[config.mk]
export PLATFORM = sky130hd
export DESIGN_NAME = mag_display_top
export DESIGN_NICKNAME = d
export VERILOG_FILES = /design/src/design/sseg_pkg.sv /design/src/design/mag_comp_5b.sv /design/src/design/bin_to_bcd.sv /design/src/design/scan_timer.sv /design/src/design/univ_sseg.sv /design/src/design/mag_display_top.sv
export SDC_FILE = /design/constraint.sdc
export NUM_CORES = 1
export LEC_CHECK = 0
export ABC_AREA = 1
export BUFFER_PORTS_ARGS = -buffer_cell sky130_fd_sc_hd__buf_2
export CORE_MARGIN = 5
export CORE_UTILIZATION = 35
export CTS_BUF_LIST = sky130_fd_sc_hd__clkbuf_16
export CTS_CLUSTER_DIAMETER = 80
export DETAILED_ROUTE_END_ITERATION = 7
export HOLD_SLACK_MARGIN = 0.12
export MAX_ROUTING_LAYER = met4
export PLACE_DENSITY_LB_ADDON = 0.2
export SYNTH_ARGS = -nofsm -noshare
export SYNTH_HDL_FRONTEND = slang
export SYNTH_SLANG_ARGS = --single-unit
[constraint.sdc]
create_clock -name clockin -period 28.9 [get_ports clockin]
set_input_delay 5.78 -clock clockin [delete_from_list [all_inputs] [get_ports clockin]]
set_output_delay 5.78 -clock clockin [all_outputs]
set_load 0.05 [all_outputs]
[src/design/sseg_pkg.sv]
package sseg_pkg;

    // ----------------------------------------------------------
    // sizes
    // ----------------------------------------------------------

    // operand width for x and y
    localparam int OPERAND_W = 5;

    // prescaler width, 2**4 = 16 clockin cycles per digit
    localparam int SCAN_DIV_BITS = 4;

    // ----------------------------------------------------------
    // enums
    // ----------------------------------------------------------

    // what the four digits show
    typedef enum logic [1:0] {
        MODE_DIFF = 2'd0,
        MODE_PAIR = 2'd1,
        MODE_SUM  = 2'd2
    } disp_mode_e;

    // code of one digit, decimal values plus dash and blank
    typedef enum logic [3:0] {
        DIG_0     = 4'd0,
        DIG_1     = 4'd1,
        DIG_2     = 4'd2,
        DIG_3     = 4'd3,
        DIG_4     = 4'd4,
        DIG_5     = 4'd5,
        DIG_6     = 4'd6,
        DIG_7     = 4'd7,
        DIG_8     = 4'd8,
        DIG_9     = 4'd9,
        DIG_DASH  = 4'd10,
        DIG_BLANK = 4'd15
    } digit_code_e;

    // ----------------------------------------------------------
    // structs
    // ----------------------------------------------------------

    // segment pins, all active low, dp on bit 0 like the board
    typedef struct packed {
        logic [6:0] segs;
        logic       dp;
    } sseg_frame_t;

    typedef struct packed {
        logic gt;
        logic eq;
        logic lt;
    } mag_flags_t;

    // display controls, dp_sel 0 is the rightmost digit
    typedef struct packed {
        disp_mode_e mode;
        logic       valid;
        logic       dp_en;
        logic [1:0] dp_sel;
    } disp_cfg_t;

endpackage

[src/design/mag_comp_5b.sv]
`timescale 1ns/1ps

module mag_comp_5b (
    input  logic [sseg_pkg::OPERAND_W-1:0] x,
    input  logic [sseg_pkg::OPERAND_W-1:0] y,
    output sseg_pkg::mag_flags_t           flags,
    output logic [sseg_pkg::OPERAND_W-1:0] diff_mag,
    output logic [sseg_pkg::OPERAND_W:0]   sum
);
    import sseg_pkg::*;

    // x minus y with one extra bit, the top bit is the borrow
    logic [OPERAND_W:0] delta;

    assign delta = {1'b0, x} - {1'b0, y};

    // flags from the borrow and the zero test of one subtraction
    always_comb begin
        flags.lt = delta[OPERAND_W];
        flags.eq = (delta == '0);
        flags.gt = !delta[OPERAND_W] && (delta != '0);

        // larger minus smaller, never wraps
        if (flags.lt) begin
            diff_mag = y - x;
        end else begin
            diff_mag = x - y;
        end

        // one flag only, and eq agrees with a zero difference
        assert ($onehot(flags) && (flags.eq == (diff_mag == '0)))
            else $error("comparator flags inconsistent");
    end

    // one extra bit holds the carry, 31 + 31 = 62
    assign sum = {1'b0, x} + {1'b0, y};

endmodule

[src/design/bin_to_bcd.sv]
`timescale 1ns/1ps

module bin_to_bcd #(
    parameter int WIDTH  = 14,
    parameter int DIGITS = 4
) (
    input  logic [WIDTH-1:0]                   value,
    output sseg_pkg::digit_code_e [DIGITS-1:0] digits
);
    import sseg_pkg::*;

    // 10 to the power pos, evaluated at elaboration for each digit
    function automatic int unsigned place_value(input int pos);
        int unsigned p;
        p = 1;
        for (int i = 0; i < pos; i++) begin
            p = p * 10;
        end
        return p;
    endfunction

    // ----------------------------------------------------------
    // successive decimal subtraction, top digit first
    // ----------------------------------------------------------
    always_comb begin
        int unsigned rem;
        int unsigned place;
        logic [3:0]  d;

        rem = 32'(value);

        for (int i = DIGITS - 1; i >= 1; i--) begin
            place = place_value(i);
            d     = 4'd0;

            // at most nine subtractions of this place value
            for (int k = 0; k < 9; k++) begin
                if (rem >= place) begin
                    rem = rem - place;
                    d   = d + 4'd1;
                end
            end

            // leading zero blanking
            // digit is dark while the whole value is below its place
            if (32'(value) < place) begin
                digits[i] = DIG_BLANK;
            end else begin
                digits[i] = digit_code_e'(d);
            end
        end

        // ones digit is whatever is left, never blanked
        digits[0] = digit_code_e'(rem[3:0]);

        // a digit is decimal or dark, never dash or an unused code
        for (int i = 0; i < DIGITS; i++) begin
            assert ((digits[i] <= DIG_9) || (digits[i] == DIG_BLANK))
                else $error("converter digit %0d out of range", i);
        end
    end

endmodule

[src/design/scan_timer.sv]
`timescale 1ns/1ps

module scan_timer (
    input  logic       clockin,
    input  logic       arst_n,
    output logic [1:0] digit_idx
);
    import sseg_pkg::*;

    // free-running prescaler
    logic [SCAN_DIV_BITS-1:0] presc;
    // one cycle high when the prescaler is about to wrap
    logic                     tick;

    assign tick = &presc;

    always_ff @(posedge clockin or negedge arst_n) begin
        if (!arst_n) begin
            presc <= '0;
        end else begin
            presc <= presc + 1'b1;
        end
    end

    // ----------------------------------------------------------
    // digit counter, 0 is the leftmost digit
    // ----------------------------------------------------------
    // wraps from 3 back to 0, so the scan restarts on the left
    always_ff @(posedge clockin or negedge arst_n) begin
        if (!arst_n) begin
            digit_idx <= 2'd0;
        end else if (tick) begin
            digit_idx <= digit_idx + 2'd1;
        end
    end

endmodule

[src/design/univ_sseg.sv]
`timescale 1ns/1ps

module univ_sseg (
    input  logic                  clockin,
    input  logic                  arst_n,
    input  logic [13:0]           cnt_hi,
    input  logic [6:0]            cnt_lo,
    input  logic                  sign,
    input  sseg_pkg::disp_cfg_t   cfg,
    output sseg_pkg::sseg_frame_t ssegs,
    output logic [3:0]            disp_en
);
    import sseg_pkg::*;

    // converter outputs, least significant first
    digit_code_e [3:0] hi_dig;
    digit_code_e [1:0] lo_dig;
    // arranged digits, index is position from the right
    digit_code_e [3:0] arr;
    digit_code_e       cur_dig;
    logic [1:0]        digit_idx;
    logic [1:0]        pos_r;
    logic [6:0]        seg_val;
    logic              dp_on;

    bin_to_bcd #(.WIDTH(14), .DIGITS(4)) hi_conv_i (
        .value  (cnt_hi),
        .digits (hi_dig)
    );

    bin_to_bcd #(.WIDTH(7), .DIGITS(2)) lo_conv_i (
        .value  (cnt_lo),
        .digits (lo_dig)
    );

    scan_timer scan_i (
        .clockin   (clockin),
        .arst_n    (arst_n),
        .digit_idx (digit_idx)
    );

    // ----------------------------------------------------------
    // digit arrangement per mode
    // ----------------------------------------------------------
    always_comb begin
        case (cfg.mode)
            MODE_DIFF: begin
                // leftmost holds the minus sign or stays dark
                arr[3] = sign ? DIG_DASH : DIG_BLANK;
                arr[2] = hi_dig[2];
                arr[1] = hi_dig[1];
                arr[0] = hi_dig[0];
            end
            MODE_PAIR: begin
                // x on the left pair, y on the right pair
                arr[3] = hi_dig[1];
                arr[2] = hi_dig[0];
                arr[1] = lo_dig[1];
                arr[0] = lo_dig[0];
            end
            MODE_SUM: begin
                arr = hi_dig;
            end
            default: begin
                // unused mode code, show dashes
                for (int i = 0; i < 4; i++) begin
                    arr[i] = DIG_DASH;
                end
            end
        endcase
    end

    // scan index counts from the left, flip it to count from the right
    assign pos_r   = 2'd3 - digit_idx;
    assign cur_dig = arr[pos_r];
    assign dp_on   = cfg.dp_en && (cfg.dp_sel == pos_r);

    // segment decode, a..g on bits 6..0, low lights the segment
    always_comb begin
        case (cur_dig)
            DIG_0:    seg_val = 7'b0000001;
            DIG_1:    seg_val = 7'b1001111;
            DIG_2:    seg_val = 7'b0010010;
            DIG_3:    seg_val = 7'b0000110;
            DIG_4:    seg_val = 7'b1001100;
            DIG_5:    seg_val = 7'b0100100;
            DIG_6:    seg_val = 7'b0100000;
            DIG_7:    seg_val = 7'b0001111;
            DIG_8:    seg_val = 7'b0000000;
            DIG_9:    seg_val = 7'b0000100;
            DIG_DASH: seg_val = 7'b1111110;
            default:  seg_val = 7'b1111111;
        endcase
    end

    // valid low overrides everything with dashes and no dp
    always_comb begin
        if (!cfg.valid) begin
            ssegs.segs = 7'b1111110;
            ssegs.dp   = 1'b1;
        end else begin
            ssegs.segs = seg_val;
            ssegs.dp   = ~dp_on;
        end
    end

    // anode drive, bit 0 is the rightmost digit
    assign disp_en = ~(4'b0001 << pos_r);

    // one digit lit, and the scan either holds or steps one place right with wrap
    assert property (@(posedge clockin) disable iff (!arst_n)
        $onehot(~disp_en) &&
        ((disp_en == $past(disp_en)) ||
         (disp_en == {$past(disp_en[0]), $past(disp_en[3:1])})))
        else $error("anode enables not one-cold or scan order broken");

endmodule

[src/design/mag_display_top.sv]
`timescale 1ns/1ps

module mag_display_top (
    input  logic                           clockin,
    input  logic                           arst_n,
    input  logic [sseg_pkg::OPERAND_W-1:0] x,
    input  logic [sseg_pkg::OPERAND_W-1:0] y,
    input  sseg_pkg::disp_cfg_t            cfg,
    output sseg_pkg::sseg_frame_t          ssegs,
    output logic [3:0]                     disp_en,
    output sseg_pkg::mag_flags_t           flags
);
    import sseg_pkg::*;

    logic [OPERAND_W-1:0] diff_mag;
    logic [OPERAND_W:0]   sum;
    // counts and sign presented to the display driver
    logic [13:0]          cnt_hi;
    logic [6:0]           cnt_lo;
    logic                 sign;

    mag_comp_5b cmp_i (
        .x        (x),
        .y        (y),
        .flags    (flags),
        .diff_mag (diff_mag),
        .sum      (sum)
    );

    // ----------------------------------------------------------
    // mode steering
    // ----------------------------------------------------------
    always_comb begin
        cnt_hi = '0;
        cnt_lo = '0;
        sign   = 1'b0;
        case (cfg.mode)
            MODE_DIFF: begin
                cnt_hi = 14'(diff_mag);
                // minus sign when x is the smaller operand
                sign   = flags.lt;
            end
            MODE_PAIR: begin
                cnt_hi = 14'(x);
                cnt_lo = 7'(y);
            end
            MODE_SUM: begin
                cnt_hi = 14'(sum);
            end
            default: begin
                cnt_hi = '0;
            end
        endcase
    end

    univ_sseg sseg_i (
        .clockin (clockin),
        .arst_n  (arst_n),
        .cnt_hi  (cnt_hi),
        .cnt_lo  (cnt_lo),
        .sign    (sign),
        .cfg     (cfg),
        .ssegs   (ssegs),
        .disp_en (disp_en)
    );

endmodule

==> flow_metrics.py <==
metrics = {
    "synth": {
        "synthXorXnorAreaFrac_pct": 5.06,
        "muxShareOfSynthArea_pct": 0,
        "synth_ff_type": "dfrtp_1",
        "synthTopCellsByCount": "798 x nand2_1, 307 x inv_1, 230 x nand3_1",
        "synth_edf_count": 0,
        "synth.most_common_cell": "nand2_1",
        "yosys.area_share.simple_pct": 60.7,
        "synth-adder-area-share_pct": 10.3,
        "synth_cell_type_count": 40,
        "synth_cells": 2086,
        "syn_area_mm2": 0.0107,
        "synthTopCellsByArea": "nand2_1 28%, inv_1 11%, nand3_1 11%",
        "synth_compound_area_share_pct": 7.88,
        "syn_avg_cell_area_um2": 5.13,
        "ys_warn_count": 0,
        "ys_seq_elements": 6,
        "synth_nets": 2190,
        "synth_top_family_by_area": "simple AND/OR/NAND/NOR gates",
        "yosysTopAreaCellShare_pct": 28.0,
        "async_reset_ff_share_pct": 100,
        "yosysTopAreaCell": "nand2_1",
        "yosysSeqAreaShare_pct": 1.40,
    },
    "clocking": {
        "cts.sinks": 6,
        "cts_tree": "done",
        "cts_hold_buf": 0,
        "insertion_delay_ns": 0.23,
        "clk_pin_slew_ns": 0.03,
        "htreeDepth": 1,
        "numCtsBuffers": 3,
        "cts_buffer_depth": 2,
        "post_cts_buffers": 0,
        "cts_root_buffer": "clkbuf_16",
        "cts.repair.resized": 0,
    },
    "timing": {
        "setup_viol": 0,
        "hold_viol": 0,
        "tns_ns": 0,
        "finalCriticalPeriod_ns": 23.78,
        "fin_crit_sh_pct": 82.3,
        "slew_headroom_pct": 63.5,
        "slew_violations": 0,
        "rsz0062_at_grt": "no",
        "clock_skew_ns": 0.00276,
        "max_clock_freq_mhz": 42.1,
        "max_slew.worst_pin.slew_ns": 0.548,
    },
    "critical_path": {
        "arrival_ns": 18.00,
        "cpMostUsedCell": "nand2_1",
        "critPathTopFamily": "simple AND/OR/NAND/NOR gates",
        "path_max_fanout": 38,
        "crit_type": "in2out",
        "path_buf_inv": 12,
        "start_kind": "input pin",
        "end_kind": "output port",
        "cp.required_ns": 23.12,
        "critPathMaxStageDelay_ns": 0.34,
        "cpMaxStageDelayCell": "nand2_4",
    },
    "placement": {
        "place_hpwl_um": 25700,
        "io_buffer_count": 32,
        "placed_area_mm2": 0.0111,
        "gp_congestion": 0.927,
    },
    "global_routing": {
        "top_usage_layer": "met2",
        "grt_use_total_pct": 17.6,
        "grt_use_met3_pct": 0.550,
        "overflow": 0,
        "grt_max_degree": 39,
        "grtUsageMet1_pct": 24.2,
        "antenna_found_initial": 0,
        "met2_usage_pct": 29.9,
        "grt_pass1_wl_um": 51300,
        "grt_pass1_vias": 11219,
    },
    "min_path": {
        "hold_path_class": "reg2reg",
    },
    "floorplanning": {
        "initial_core_util_pct": 35.3,
        "chipHeight_um": 185,
        "core_mm2": 0.0303,
        "die-area_mm2": 0.0342,
        "io_pins": 33,
        "die_w_um": 185,
        "rows": 64,
    },
    "finish": {
        "antenna_cells": 0,
        "areaGrowthSynthToFinish_pct": 4.10,
        "drive_gt1_share_pct": 11.4,
        "final_nets": 2196,
        "fin_area_mm2": 0.0111,
    },
    "routing": {
        "post_drt_wl_per_cell_um": 11.9,
        "initialDrtViolationCount": 657,
        "drt-total-wl_um": 29700,
        "first_pass_iters": 5,
        "vias": 12004,
        "vias_per_cell": 4.83,
        "remaining_drc_errors": 0,
        "ant_nets": 0,
    },
    "outcome": {
        "status": "completed",
    },
    "run": {
        "cap_viol_max_count": 0,
    },
}
==> stage by stage <==
stage	setup WS (ns)	utilization, %	cells	hold slack [ns]
4_1_cts	5.10	36.7	2486	0.459
6_report	5.12	36.7	2486	0.454
3_3_place_gp	5.17	36.5	2483	0.441
2_1_floorplan	7.53	-	2086	0.422
5_1_grt	3.48	36.7	2486	0.484
3_5_place_dp	5.16	36.5	2483	0.455
==> layout make-up <==
type | count | area (um2)
fillers | 3451 | 19200
multi-input cells | 1712 | 8980
inverters | 335 | 1260
well taps | 396 | 495
repair buffers | 34 | 175
flip-flops and latches | 6 | 150
clock buffers | 3 | 75.1
==> flip-flops by register name (all words and copies together) (netlist names) <==
name and count:
sseg_i.scan_i.presc 4, sseg_i.scan_i.digit_idx 2
==> worst reg2reg max path, cell delays in order (launching register included) <==
cell and delay (ns):
dfrtp_1 0.68, clkinv_1 0.45, ha_1 0.41, nor2_1 0.10, a21oi_1 0.04
==> per-layer routing <==
layer,up-vias,wire [um]
li1,6531,-
met1,5271,15000
met2,174,13700
met3,28,678
met4,0,314
met5,-,0
==> cells by family after synthesis <==
kind of cell	Yosys count
simple gates	1420
buf+inv	368
compound gates	145
fa+ha+maj	86
xor+xnor	61
flops	6
==> layout by cell type, fill, tap and decap left out, types with 5 or more instances in the layout <==
cell,instances
a21oi_1,24
buf_2,32
clkinv_1,5
dfrtp_1,6
ha_1,83
inv_1,307
inv_2,20
nand2_1,798
nand2_2,74
nand2_4,13
nand3_1,230
nand3_2,23
nand3b_1,25
nand4_1,43
nor2_1,158
nor2_2,24
nor2_4,14
nor3_1,11
o21ai_0,62
o21ai_1,23
o21ai_2,17
o21bai_1,5
xnor2_1,24
xor2_1,36
==> path summary, 6_finish.rpt <==
check,startpoint,endpoint,slack (ns),depth (start not counted)
setup / recovery,cfg[4],ssegs[1],5.12,93
hold / removal,sseg_i.scan_i.presc[0]$_DFF_PN0_,sseg_i.scan_i.presc[0]$_DFF_PN0_,0.45,1
setup reg to reg,sseg_i.scan_i.digit_idx[0]$_DFFE_PN0P_,sseg_i.scan_i.digit_idx[1]$_DFFE_PN0P_,27.09,4
hold reg to reg,sseg_i.scan_i.presc[0]$_DFF_PN0_,sseg_i.scan_i.presc[0]$_DFF_PN0_,0.45,1
max in group asynchronous,arst_n,sseg_i.scan_i.presc[1]$_DFF_PN0_,23.38,1
min in group asynchronous,arst_n,sseg_i.scan_i.digit_idx[0]$_DFFE_PN0P_,5.37,1
Power is left out: the tool's default activity adds up to more than one toggle a clock period on the data nets, which glitch-free logic cannot reach.
